<file path="config.mk">
export PLATFORM = sky130hd
export DESIGN_NAME = bus_int_ctrl
export DESIGN_NICKNAME = d
export VERILOG_FILES = /design/src/logic/bus_int_pkg.sv /design/src/logic/setting_reg.sv /design/src/logic/sfp_status_monitor.sv /design/src/logic/readback_mux.sv /design/src/logic/bus_int_ctrl.sv
export SDC_FILE = /design/constraint.sdc
export NUM_CORES = 1
export LEC_CHECK = 0
export BUFFER_PORTS_ARGS = -buffer_cell sky130_fd_sc_hd__buf_4
export CAP_MARGIN = 25
export CORE_UTILIZATION = 45
export CTS_BUF_LIST = sky130_fd_sc_hd__clkbuf_16
export DETAILED_ROUTE_END_ITERATION = 7
export PLACE_DENSITY_LB_ADDON = 0.3
export SETUP_SLACK_MARGIN = 0.2
export SLEW_MARGIN = 20
export SYNTH_ARGS = -nofsm -noshare
export SYNTH_HDL_FRONTEND = slang
export SYNTH_SLANG_ARGS = --single-unit
</file>
<file path="constraint.sdc">
create_clock -name clk -period 2.15 [get_ports clk]
set_clock_uncertainty 0.1 [all_clocks]
set_input_delay 0.1075 -clock clk [delete_from_list [all_inputs] [get_ports clk]]
set_output_delay 0.1075 -clock clk [all_outputs]
set_load 0.03 [all_outputs]
</file>
<file path="src/logic/bus_int_pkg.sv">
// ----------------------------------------------------------------------
// Shared definitions for the board-control register block
// Bus widths, settings/readback address maps, field widths, identity
// ----------------------------------------------------------------------
package bus_int_pkg;

   // ------------------------------------------------------------------
   // Bus widths
   // ------------------------------------------------------------------

   // Settings bus address
   localparam int SR_AWIDTH = 8;
   // Readback port address
   localparam int RB_AWIDTH = 8;
   // Settings data and readback data
   localparam int DATA_W    = 32;

   // ------------------------------------------------------------------
   // Address maps
   // ------------------------------------------------------------------

   // Settings bus registers, gaps left for blocks no longer present
   typedef enum logic [SR_AWIDTH-1:0] {
      SR_LEDS       = 8'd0,
      SR_SW_RST     = 8'd1,
      SR_CLOCK_CTRL = 8'd2,
      SR_SFPP_CTRL0 = 8'd8,
      SR_SFPP_CTRL1 = 8'd9
   } sr_addr_e;

   // Readback words, anything else reads as zero
   typedef enum logic [RB_AWIDTH-1:0] {
      RB_COUNTER      = 8'd0,
      RB_CLK_STATUS   = 8'd3,
      RB_ETH_TYPE0    = 8'd4,
      RB_ETH_TYPE1    = 8'd5,
      RB_COMPAT_NUM   = 8'd6,
      RB_SFPP_STATUS0 = 8'd8,
      RB_SFPP_STATUS1 = 8'd9
   } rb_addr_e;

   // ------------------------------------------------------------------
   // Field widths
   // ------------------------------------------------------------------

   // Front panel LEDs
   localparam int LED_W        = 8;
   // Soft resets: PHY, radio domain, radio PLL, spare
   localparam int SW_RST_W     = 4;
   // Clock control outputs
   localparam int CLK_CTRL_W   = 7;
   // Clock status inputs
   localparam int CLK_STATUS_W = 5;
   // Rate select RS0/RS1 per cage
   localparam int SFPP_CTRL_W  = 2;
   // Ethernet PHY status per port
   localparam int PHY_STATUS_W = 16;
   // Cage pins: module absent, tx fault, rx loss of signal
   localparam int SFPP_PIN_W   = 3;

   // ------------------------------------------------------------------
   // Reset values and identity
   // ------------------------------------------------------------------

   // Bit 6 enables the GPS-disciplined oscillator out of reset
   localparam logic [CLK_CTRL_W-1:0] CLK_CTRL_AT_RESET = 7'b100_0000;

   // Compatibility number reported to host software
   localparam logic [15:0] COMPAT_MAJOR = 16'h000B;
   localparam logic [15:0] COMPAT_MINOR = 16'h0000;

   // Port build type, 1 means 10G
   localparam logic ETH10G_PORT0 = 1'b1;
   localparam logic ETH10G_PORT1 = 1'b0;

   // Depth of the pin synchronizers
   localparam int SYNC_STAGES = 2;

endpackage

</file>
<file path="src/logic/setting_reg.sv">
// ----------------------------------------------------------------------
// Settings bus register, loads on a strobe at its own address
// ----------------------------------------------------------------------
module setting_reg
   import bus_int_pkg::*;
#(
   // Address this register answers to
   parameter sr_addr_e        MY_ADDR  = SR_LEDS,
   // Number of low data bits kept
   parameter int              WIDTH    = 8,
   // Value held out of reset
   parameter logic [WIDTH-1:0] AT_RESET = '0
) (
   input  logic                 clk,
   input  logic                 i_reset,

   // Settings bus, shared by all registers
   input  logic                 i_set_stb,
   input  logic [SR_AWIDTH-1:0] i_set_addr,
   input  logic [DATA_W-1:0]    i_set_data,

   // Register contents
   output logic [WIDTH-1:0]     o_value
);

   // Strobe aimed at this register
   logic hit;

   assign hit = i_set_stb && (i_set_addr == MY_ADDR);

   // ------------------------------------------------------------------
   // Storage
   // ------------------------------------------------------------------

   always_ff @(posedge clk) begin
      if (i_reset) begin
         o_value <= AT_RESET;
      end else if (hit) begin
         // Upper data bits dropped
         o_value <= i_set_data[WIDTH-1:0];
      end
   end

endmodule

</file>
<file path="src/logic/sfp_status_monitor.sv">
// ----------------------------------------------------------------------
// SFP+ cage monitor: pin and PHY status synchronizers,
// sticky change flags and the packed status word
// ----------------------------------------------------------------------
module sfp_status_monitor
   import bus_int_pkg::*;
(
   input  logic                    clk,
   input  logic                    i_reset,

   // Cage pins, asynchronous
   input  logic                    i_mod_abs,
   input  logic                    i_tx_fault,
   input  logic                    i_rx_los,

   // PHY status from the Ethernet core, all bits asynchronous
   input  logic [PHY_STATUS_W-1:0] i_phy_status,

   // Status word consumed by a readback
   input  logic                    i_read_clear,

   // Packed status word
   output logic [DATA_W-1:0]       o_status
);

   // Synchronizer chains, stage 0 samples the pins
   logic [SFPP_PIN_W-1:0]   cage_pipe [SYNC_STAGES];
   logic [PHY_STATUS_W-1:0] phy_pipe  [SYNC_STAGES];

   // Chain outputs
   logic [SFPP_PIN_W-1:0]   cage_sync;
   logic [PHY_STATUS_W-1:0] phy_sync;

   // One more stage for edge detection
   logic [SFPP_PIN_W-1:0]   cage_prev;

   // Sticky flags, one per cage pin
   logic [SFPP_PIN_W-1:0]   cage_chgd;

   // ------------------------------------------------------------------
   // Synchronizers
   // ------------------------------------------------------------------

   always_ff @(posedge clk) begin
      // Pin order: absent, fault, loss
      cage_pipe[0] <= {i_mod_abs, i_tx_fault, i_rx_los};
      phy_pipe[0]  <= i_phy_status;
      for (int s = 1; s < SYNC_STAGES; s++) begin
         cage_pipe[s] <= cage_pipe[s-1];
         phy_pipe[s]  <= phy_pipe[s-1];
      end
   end

   assign cage_sync = cage_pipe[SYNC_STAGES-1];
   assign phy_sync  = phy_pipe[SYNC_STAGES-1];

   // Previous synchronized value
   always_ff @(posedge clk) begin
      cage_prev <= cage_sync;
   end

   // ------------------------------------------------------------------
   // Change flags
   // ------------------------------------------------------------------

   // Clear has priority over a change in the same cycle
   always_ff @(posedge clk) begin
      if (i_reset || i_read_clear) begin
         cage_chgd <= '0;
      end else begin
         for (int b = 0; b < SFPP_PIN_W; b++) begin
            // Any edge on a pin sets its flag
            if (cage_sync[b] != cage_prev[b]) begin
               cage_chgd[b] <= 1'b1;
            end
         end
      end
   end

   // ------------------------------------------------------------------
   // Status word
   // ------------------------------------------------------------------

   // PHY status on top, padding, then flags over live pins
   assign o_status = {
      phy_sync,
      {(DATA_W - PHY_STATUS_W - 2*SFPP_PIN_W){1'b0}},
      cage_chgd,
      cage_sync
   };

endmodule

</file>
<file path="src/logic/readback_mux.sv">
// ----------------------------------------------------------------------
// Readback port: free-running cycle counter and address-decoded
// data selector
// ----------------------------------------------------------------------
module readback_mux
   import bus_int_pkg::*;
(
   input  logic                    clk,
   input  logic                    i_reset,

   // Readback address, data follows in the same cycle
   input  logic [RB_AWIDTH-1:0]    i_rb_addr,

   // Live sources
   input  logic [CLK_STATUS_W-1:0] i_clock_status,
   input  logic [DATA_W-1:0]       i_sfpp0_status,
   input  logic [DATA_W-1:0]       i_sfpp1_status,

   // Selected word
   output logic [DATA_W-1:0]       o_rb_data
);

   // Cycles since reset, wraps
   logic [DATA_W-1:0] counter;

   // Address decoded against the map
   rb_addr_e          rb_sel;

   // Fixed words
   logic [DATA_W-1:0] compat_word;
   logic [DATA_W-1:0] eth_type0_word;
   logic [DATA_W-1:0] eth_type1_word;
   logic [DATA_W-1:0] clk_status_word;

   // ------------------------------------------------------------------
   // Cycle counter
   // ------------------------------------------------------------------

   // Host uses two reads to measure elapsed bus cycles
   always_ff @(posedge clk) begin
      if (i_reset) begin
         counter <= '0;
      end else begin
         counter <= counter + 1'b1;
      end
   end

   // ------------------------------------------------------------------
   // Word assembly
   // ------------------------------------------------------------------

   // Major in the upper half
   assign compat_word = {COMPAT_MAJOR, COMPAT_MINOR};

   // Port types, 1 for 10G
   assign eth_type0_word = {{(DATA_W-1){1'b0}}, ETH10G_PORT0};
   assign eth_type1_word = {{(DATA_W-1){1'b0}}, ETH10G_PORT1};

   // Clock status zero-extended
   assign clk_status_word = {{(DATA_W - CLK_STATUS_W){1'b0}}, i_clock_status};

   // ------------------------------------------------------------------
   // Selector
   // ------------------------------------------------------------------

   // Values outside the map fall to the default arm
   assign rb_sel = rb_addr_e'(i_rb_addr);

   always_comb begin
      case (rb_sel)
         RB_COUNTER: begin
            o_rb_data = counter;
         end
         RB_CLK_STATUS: begin
            o_rb_data = clk_status_word;
         end
         // Build configuration
         RB_ETH_TYPE0: begin
            o_rb_data = eth_type0_word;
         end
         RB_ETH_TYPE1: begin
            o_rb_data = eth_type1_word;
         end
         RB_COMPAT_NUM: begin
            o_rb_data = compat_word;
         end
         // SFP+ cage status, flags cleared by the top on a consumed read
         RB_SFPP_STATUS0: begin
            o_rb_data = i_sfpp0_status;
         end
         RB_SFPP_STATUS1: begin
            o_rb_data = i_sfpp1_status;
         end
         // Unused addresses
         default: begin
            o_rb_data = '0;
         end
      endcase
   end

endmodule

</file>
<file path="src/logic/bus_int_ctrl.sv">
// ----------------------------------------------------------------------
// Board-control register block top level: settings registers,
// SFP+ monitors, readback selector and read-clear decode
// ----------------------------------------------------------------------
module bus_int_ctrl
   import bus_int_pkg::*;
(
   input  logic                    clk,
   input  logic                    i_reset,

   // Settings bus
   input  logic                    i_set_stb,
   input  logic [SR_AWIDTH-1:0]    i_set_addr,
   input  logic [DATA_W-1:0]       i_set_data,

   // Readback port
   input  logic [RB_AWIDTH-1:0]    i_rb_addr,
   input  logic                    i_rb_rd_stb,
   output logic [DATA_W-1:0]       o_rb_data,

   // Clocking
   input  logic [CLK_STATUS_W-1:0] i_clock_status,
   output logic [CLK_CTRL_W-1:0]   o_clock_control,

   // SFP+ cage 0 and its PHY
   input  logic                    i_sfpp0_mod_abs,
   input  logic                    i_sfpp0_tx_fault,
   input  logic                    i_sfpp0_rx_los,
   input  logic [PHY_STATUS_W-1:0] i_eth0_phy_status,
   output logic [SFPP_CTRL_W-1:0]  o_sfpp0_rs_drive_low,

   // SFP+ cage 1 and its PHY
   input  logic                    i_sfpp1_mod_abs,
   input  logic                    i_sfpp1_tx_fault,
   input  logic                    i_sfpp1_rx_los,
   input  logic [PHY_STATUS_W-1:0] i_eth1_phy_status,
   output logic [SFPP_CTRL_W-1:0]  o_sfpp1_rs_drive_low,

   // Board controls
   output logic [LED_W-1:0]        o_leds,
   output logic [SW_RST_W-1:0]     o_sw_rst
);

   // Status words headed for the readback selector
   logic [DATA_W-1:0] sfpp0_status;
   logic [DATA_W-1:0] sfpp1_status;

   // Consumed read of a status word
   logic sfpp0_read_clear;
   logic sfpp1_read_clear;

   // ------------------------------------------------------------------
   // Settings registers
   // ------------------------------------------------------------------

   setting_reg #(.MY_ADDR(SR_LEDS), .WIDTH(LED_W), .AT_RESET('0)) u_leds (
      .clk        (clk),
      .i_reset    (i_reset),
      .i_set_stb  (i_set_stb),
      .i_set_addr (i_set_addr),
      .i_set_data (i_set_data),
      .o_value    (o_leds)
   );

   // Bit 0 PHY, bit 1 radio domain, bit 2 radio PLL, bit 3 spare
   setting_reg #(.MY_ADDR(SR_SW_RST), .WIDTH(SW_RST_W), .AT_RESET('0)) u_sw_rst (
      .clk        (clk),
      .i_reset    (i_reset),
      .i_set_stb  (i_set_stb),
      .i_set_addr (i_set_addr),
      .i_set_data (i_set_data),
      .o_value    (o_sw_rst)
   );

   // GPSDO on by default
   setting_reg #(
      .MY_ADDR  (SR_CLOCK_CTRL),
      .WIDTH    (CLK_CTRL_W),
      .AT_RESET (CLK_CTRL_AT_RESET)
   ) u_clk_ctrl (
      .clk        (clk),
      .i_reset    (i_reset),
      .i_set_stb  (i_set_stb),
      .i_set_addr (i_set_addr),
      .i_set_data (i_set_data),
      .o_value    (o_clock_control)
   );

   // Rate selects, a set bit pulls RS0 or RS1 low at the pad
   setting_reg #(.MY_ADDR(SR_SFPP_CTRL0), .WIDTH(SFPP_CTRL_W), .AT_RESET('0)) u_sfpp0_ctrl (
      .clk        (clk),
      .i_reset    (i_reset),
      .i_set_stb  (i_set_stb),
      .i_set_addr (i_set_addr),
      .i_set_data (i_set_data),
      .o_value    (o_sfpp0_rs_drive_low)
   );

   setting_reg #(.MY_ADDR(SR_SFPP_CTRL1), .WIDTH(SFPP_CTRL_W), .AT_RESET('0)) u_sfpp1_ctrl (
      .clk        (clk),
      .i_reset    (i_reset),
      .i_set_stb  (i_set_stb),
      .i_set_addr (i_set_addr),
      .i_set_data (i_set_data),
      .o_value    (o_sfpp1_rs_drive_low)
   );

   // ------------------------------------------------------------------
   // SFP+ monitors
   // ------------------------------------------------------------------

   // Flags clear only on a consumed read of that port's word
   assign sfpp0_read_clear = i_rb_rd_stb && (i_rb_addr == RB_SFPP_STATUS0);
   assign sfpp1_read_clear = i_rb_rd_stb && (i_rb_addr == RB_SFPP_STATUS1);

   sfp_status_monitor u_sfpp0_mon (
      .clk          (clk),
      .i_reset      (i_reset),
      .i_mod_abs    (i_sfpp0_mod_abs),
      .i_tx_fault   (i_sfpp0_tx_fault),
      .i_rx_los     (i_sfpp0_rx_los),
      .i_phy_status (i_eth0_phy_status),
      .i_read_clear (sfpp0_read_clear),
      .o_status     (sfpp0_status)
   );

   sfp_status_monitor u_sfpp1_mon (
      .clk          (clk),
      .i_reset      (i_reset),
      .i_mod_abs    (i_sfpp1_mod_abs),
      .i_tx_fault   (i_sfpp1_tx_fault),
      .i_rx_los     (i_sfpp1_rx_los),
      .i_phy_status (i_eth1_phy_status),
      .i_read_clear (sfpp1_read_clear),
      .o_status     (sfpp1_status)
   );

   // ------------------------------------------------------------------
   // Readback
   // ------------------------------------------------------------------

   readback_mux u_readback (
      .clk            (clk),
      .i_reset        (i_reset),
      .i_rb_addr      (i_rb_addr),
      .i_clock_status (i_clock_status),
      .i_sfpp0_status (sfpp0_status),
      .i_sfpp1_status (sfpp1_status),
      .o_rb_data      (o_rb_data)
   );

endmodule

</file>
==> results by group <==
Status
  – Outcome: completed

Yosys
  – Area contributors post-synth: dfxtp_1 (59%), mux2i_1 (4.8%), nor2_1 (3.2%), a222oi_1 (2.9%), or4_1 (2.6%)
  – Post-synthesis cell area: 0.00483 sq mm
  – EDFF count, synth: 0
  – Sequential share of the synthesized area: 59.3%
  – Fraction of registers with async set/reset: 0%
  – Synth Flop Type: dfxtp_1
  – Synth area leader: dfxtp_1
  – Cells after synthesis: 437
  – Most frequent cell after synthesis: dfxtp_1
  – Synth cell count leaders: dfxtp_1 (143), nor2_1 (41), mux2i_1 (23), a21oi_1 (21), inv_1 (18)
  – Syn. warnings: 0
  – Syn nets: ~530
  – Synth top area share: 59.3%
  – Avg Inst Size Synth: 11.0 sq um
  – Library cells used by synthesis: slightly below 50
  – Synthesized flop and latch total: 143

Clock tree
  – Skew-Pair Late Insertion Delay: 410 ps
  – Maximum clock insertion buffer count: 2
  – CTS H-tree lvls: 4
  – Clk root buf: clkbuf_16
  – CTS Buf Count: 17
  – TritonCTS clock tree: done
  – Clock sink count: 143
  – Worst-path clk slew: around 60 ps

Critical path
  – Worst R2R Start: u_readback.counter[14]
  – Critical path endpoint: u_readback.counter[27]
  – R2r setup slk: around 150 ps
  – Reg2reg end: u_readback.counter[27]
  – Kind of critical path: register to register
  – Crit path launch: u_readback.counter[14]
  – Critical Path Source Type: register
  – CP Max Fanout: 6
  – Setup crit end kind: register
  – Critical Path AT: 2240 ps
  – R2R depth: 5
  – WP data required: between 2000 and 2500 ps

Die
  – Io pins: 150
  – Initial Util: between 40% and 50%
  – Die width: 106 um
  – Die Area: 0.0111 sq mm
  – Core area: 0.0104 sq mm
  – Die Y: 106 um
  – Num rows: 37

STA
  – Final Cycle Share: 93.0%
  – Worst-Margin Slew: 621 ps
  – RSZ-0062 raised after global routing: true
  – FMAX: approximately 500 MHz
  – Pins Over Slew Limit: 0
  – Slew headroom: 58.6%
  – Setup TNS: 0 ps
  – Post-layout minimum cycle time: approximately 2000 ps
  – PnR worst setup slack: about 150 ps
  – Setup violators final: 0
  – Fin. Hold Viols: 0

Route
  – Post-DRT Antenna Nets: 0
  – Drt drc: 0
  – Vias per cell: 5.19
  – WL/cell: 15.5 um
  – Starting DRT DRC Count: ~350
  – Initial DRT Pass Iterations: 6
  – Aggregate routed wire length: 12400 um
  – Vias: 4164

Hold path
  – Worst hold path class: input port to register

Global routing
  – Vias in the first global route: 4139
  – Largest net degree at the start of global routing: 58
  – Total track usage: 22.7%
  – Congestion Overflow GR: 0
  – Initial antenna violation count: 0
  – First-pass GRT wire length: 19700 um

Power and ir drop
  – P per Cell Area: 774 mW/mm^2
  – Cell leakage power: 3.15 nW
  – Peak supply drop: 0.664 mV

Cells and area
  – Share of layout cells above drive strength 1: 39.2%
  – Post-Layout Inst Area: 0.00752 sq mm
  – Area grow syn2layout: 55.8%
  – Layout filler cell count: 687
  – # diodes: 0
  – # nets final: 749

Placed design
  – Post-DP Area: 0.00606 sq mm
  – Pre-CTS WS: a little under 40 ps
  – RePlAce Congestion: ~0.8
  – DP Wirelength: a little over 7000 um
  – # port buffers: around 130

Flow run
  – Number of max-cap violations: 0
[layout make-up]
| type | instances | area [sq um] | area share (%) |
|---|---|---|---|
| Timing Repair Buffer | 217 | 1870 | 24.8 |
| Inverter | 18 | 67.6 | 0.899 |
| Clock inverter | 15 | 139 | 1.85 |
| Sequential cell | 143 | 2900 | 38.6 |
| Clock buffer | 17 | 425 | 5.66 |
| Tap cell | 136 | 170 | 2.26 |
| Multi-Input combinational cell | 256 | 1950 | 25.9 |
[per-layer routing]
metal	track usage [%]	vias up	share of wire, %
li1	-	2017	-
met1	26.7	1974	42
met2	39.1	147	51
met3	5.19	26	4.9
met4	10.6	0	2.2
met5	0	-	0
[stage by stage]
stage	std cells	hold slack, ps	total power, W	util, %
after floorplan	437	35.2	0.00291	-
after global placement	702	112	0.00304	58.5
after detailed placement	702	113	0.00305	58.5
after CTS	800	2.63	0.00584	70.9
after global routing	802	35.9	0.00601	72.5
final	802	14.3	0.00582	72.5
[how the worst min path moves through the flow]
stage / start / slack, ps / end / depth (start not counted)
global placement: i_sfpp0_tx_fault / 110 / u_sfpp0_mon.cage_pipe[0][1] / 1
floorplan: i_sfpp0_rx_los / 40 / u_sfpp0_mon.cage_pipe[0][0] / 0
detailed placement: i_eth1_phy_status[5] / 110 / u_sfpp1_mon.phy_pipe[0][5] / 1
global route: i_set_addr[3] / 40 / u_leds.o_value[7] / 4
finish: i_set_addr[3] / 10 / u_leds.o_value[7] / 4
CTS: i_set_addr[3] / 3 / u_leds.o_value[7] / 4
[cell families after synthesis]
group	Yosys count	share of synthesized area (%)
buffers and inverters	38	3.34
AO/OA/AOI/OAI	75	11.2
AND/OR/NAND/NOR	137	17.4
multiplexers	25	5.24
flip-flops	143	59.3
adder cells (fa/ha/maj)	1	0.259
XOR/XNOR	18	3.27
[worst max-delay path, stage by stage (launching register included)]
cell and delay [ps]:
dfxtp_1 340, nand4_1 170, or4_4 590, buf_6 150, or4_1 440, a21oi_2 150
[power breakdown]
group          switching, W  internal [W]
clock network       0.00114       0.00160
logic              0.000113      0.000181
registers         0.0000408       0.00274
total               0.00129       0.00453
[sequential cells by signal, summed over array words and instances (netlist names)]
register,flops
u_sfpp1_mon.cage_prev,3
u_sfpp0_mon.cage_chgd,3
u_leds.o_value,8
u_sfpp0_mon.cage_prev,3
u_sfpp0_ctrl.o_value,2
u_sfpp1_mon.cage_pipe,6
u_readback.counter,32
u_sfpp1_mon.phy_pipe,32
u_sfpp0_mon.phy_pipe,32
u_sfpp0_mon.cage_pipe,6
u_sfpp1_ctrl.o_value,2
u_clk_ctrl.o_value,7
u_sw_rst.o_value,4
u_sfpp1_mon.cage_chgd,3
[cell usage in the layout (no fill, tap or decap), drive strengths merged, types with 4 or more instances in the layout]
master       count
dlygate4sd3     47
inv             21
clkbuf          17
and4             4
buf            170
o21a             6
nor2            41
nand2           13
clkinvlp         4
mux2i           23
and2            11
a222oi          14
a221o            4
nor4             6
o31ai           13
or3              7
dfxtp          143
o21ai            8
a22oi            5
xnor2            5
xor2            13
nand3           11
a21oi           21
or4             18
nor2b            4
clkinv           7
nand4            9
[timing repair]
| action | 4_1_cts | 5_1_grt |
|---|---|---|
| setup endpoints to repair | 29 | 32 |
| hold buffers | 47 | 0 |
| cloned | 3 | 0 |
| hold endpoints to repair | 67 | 0 |
| gates resized for setup | 44 | 39 |
| buffers inserted | 16 | 2 |
| pin swaps | 11 | 18 |
(Power assumes the default switching activity.)
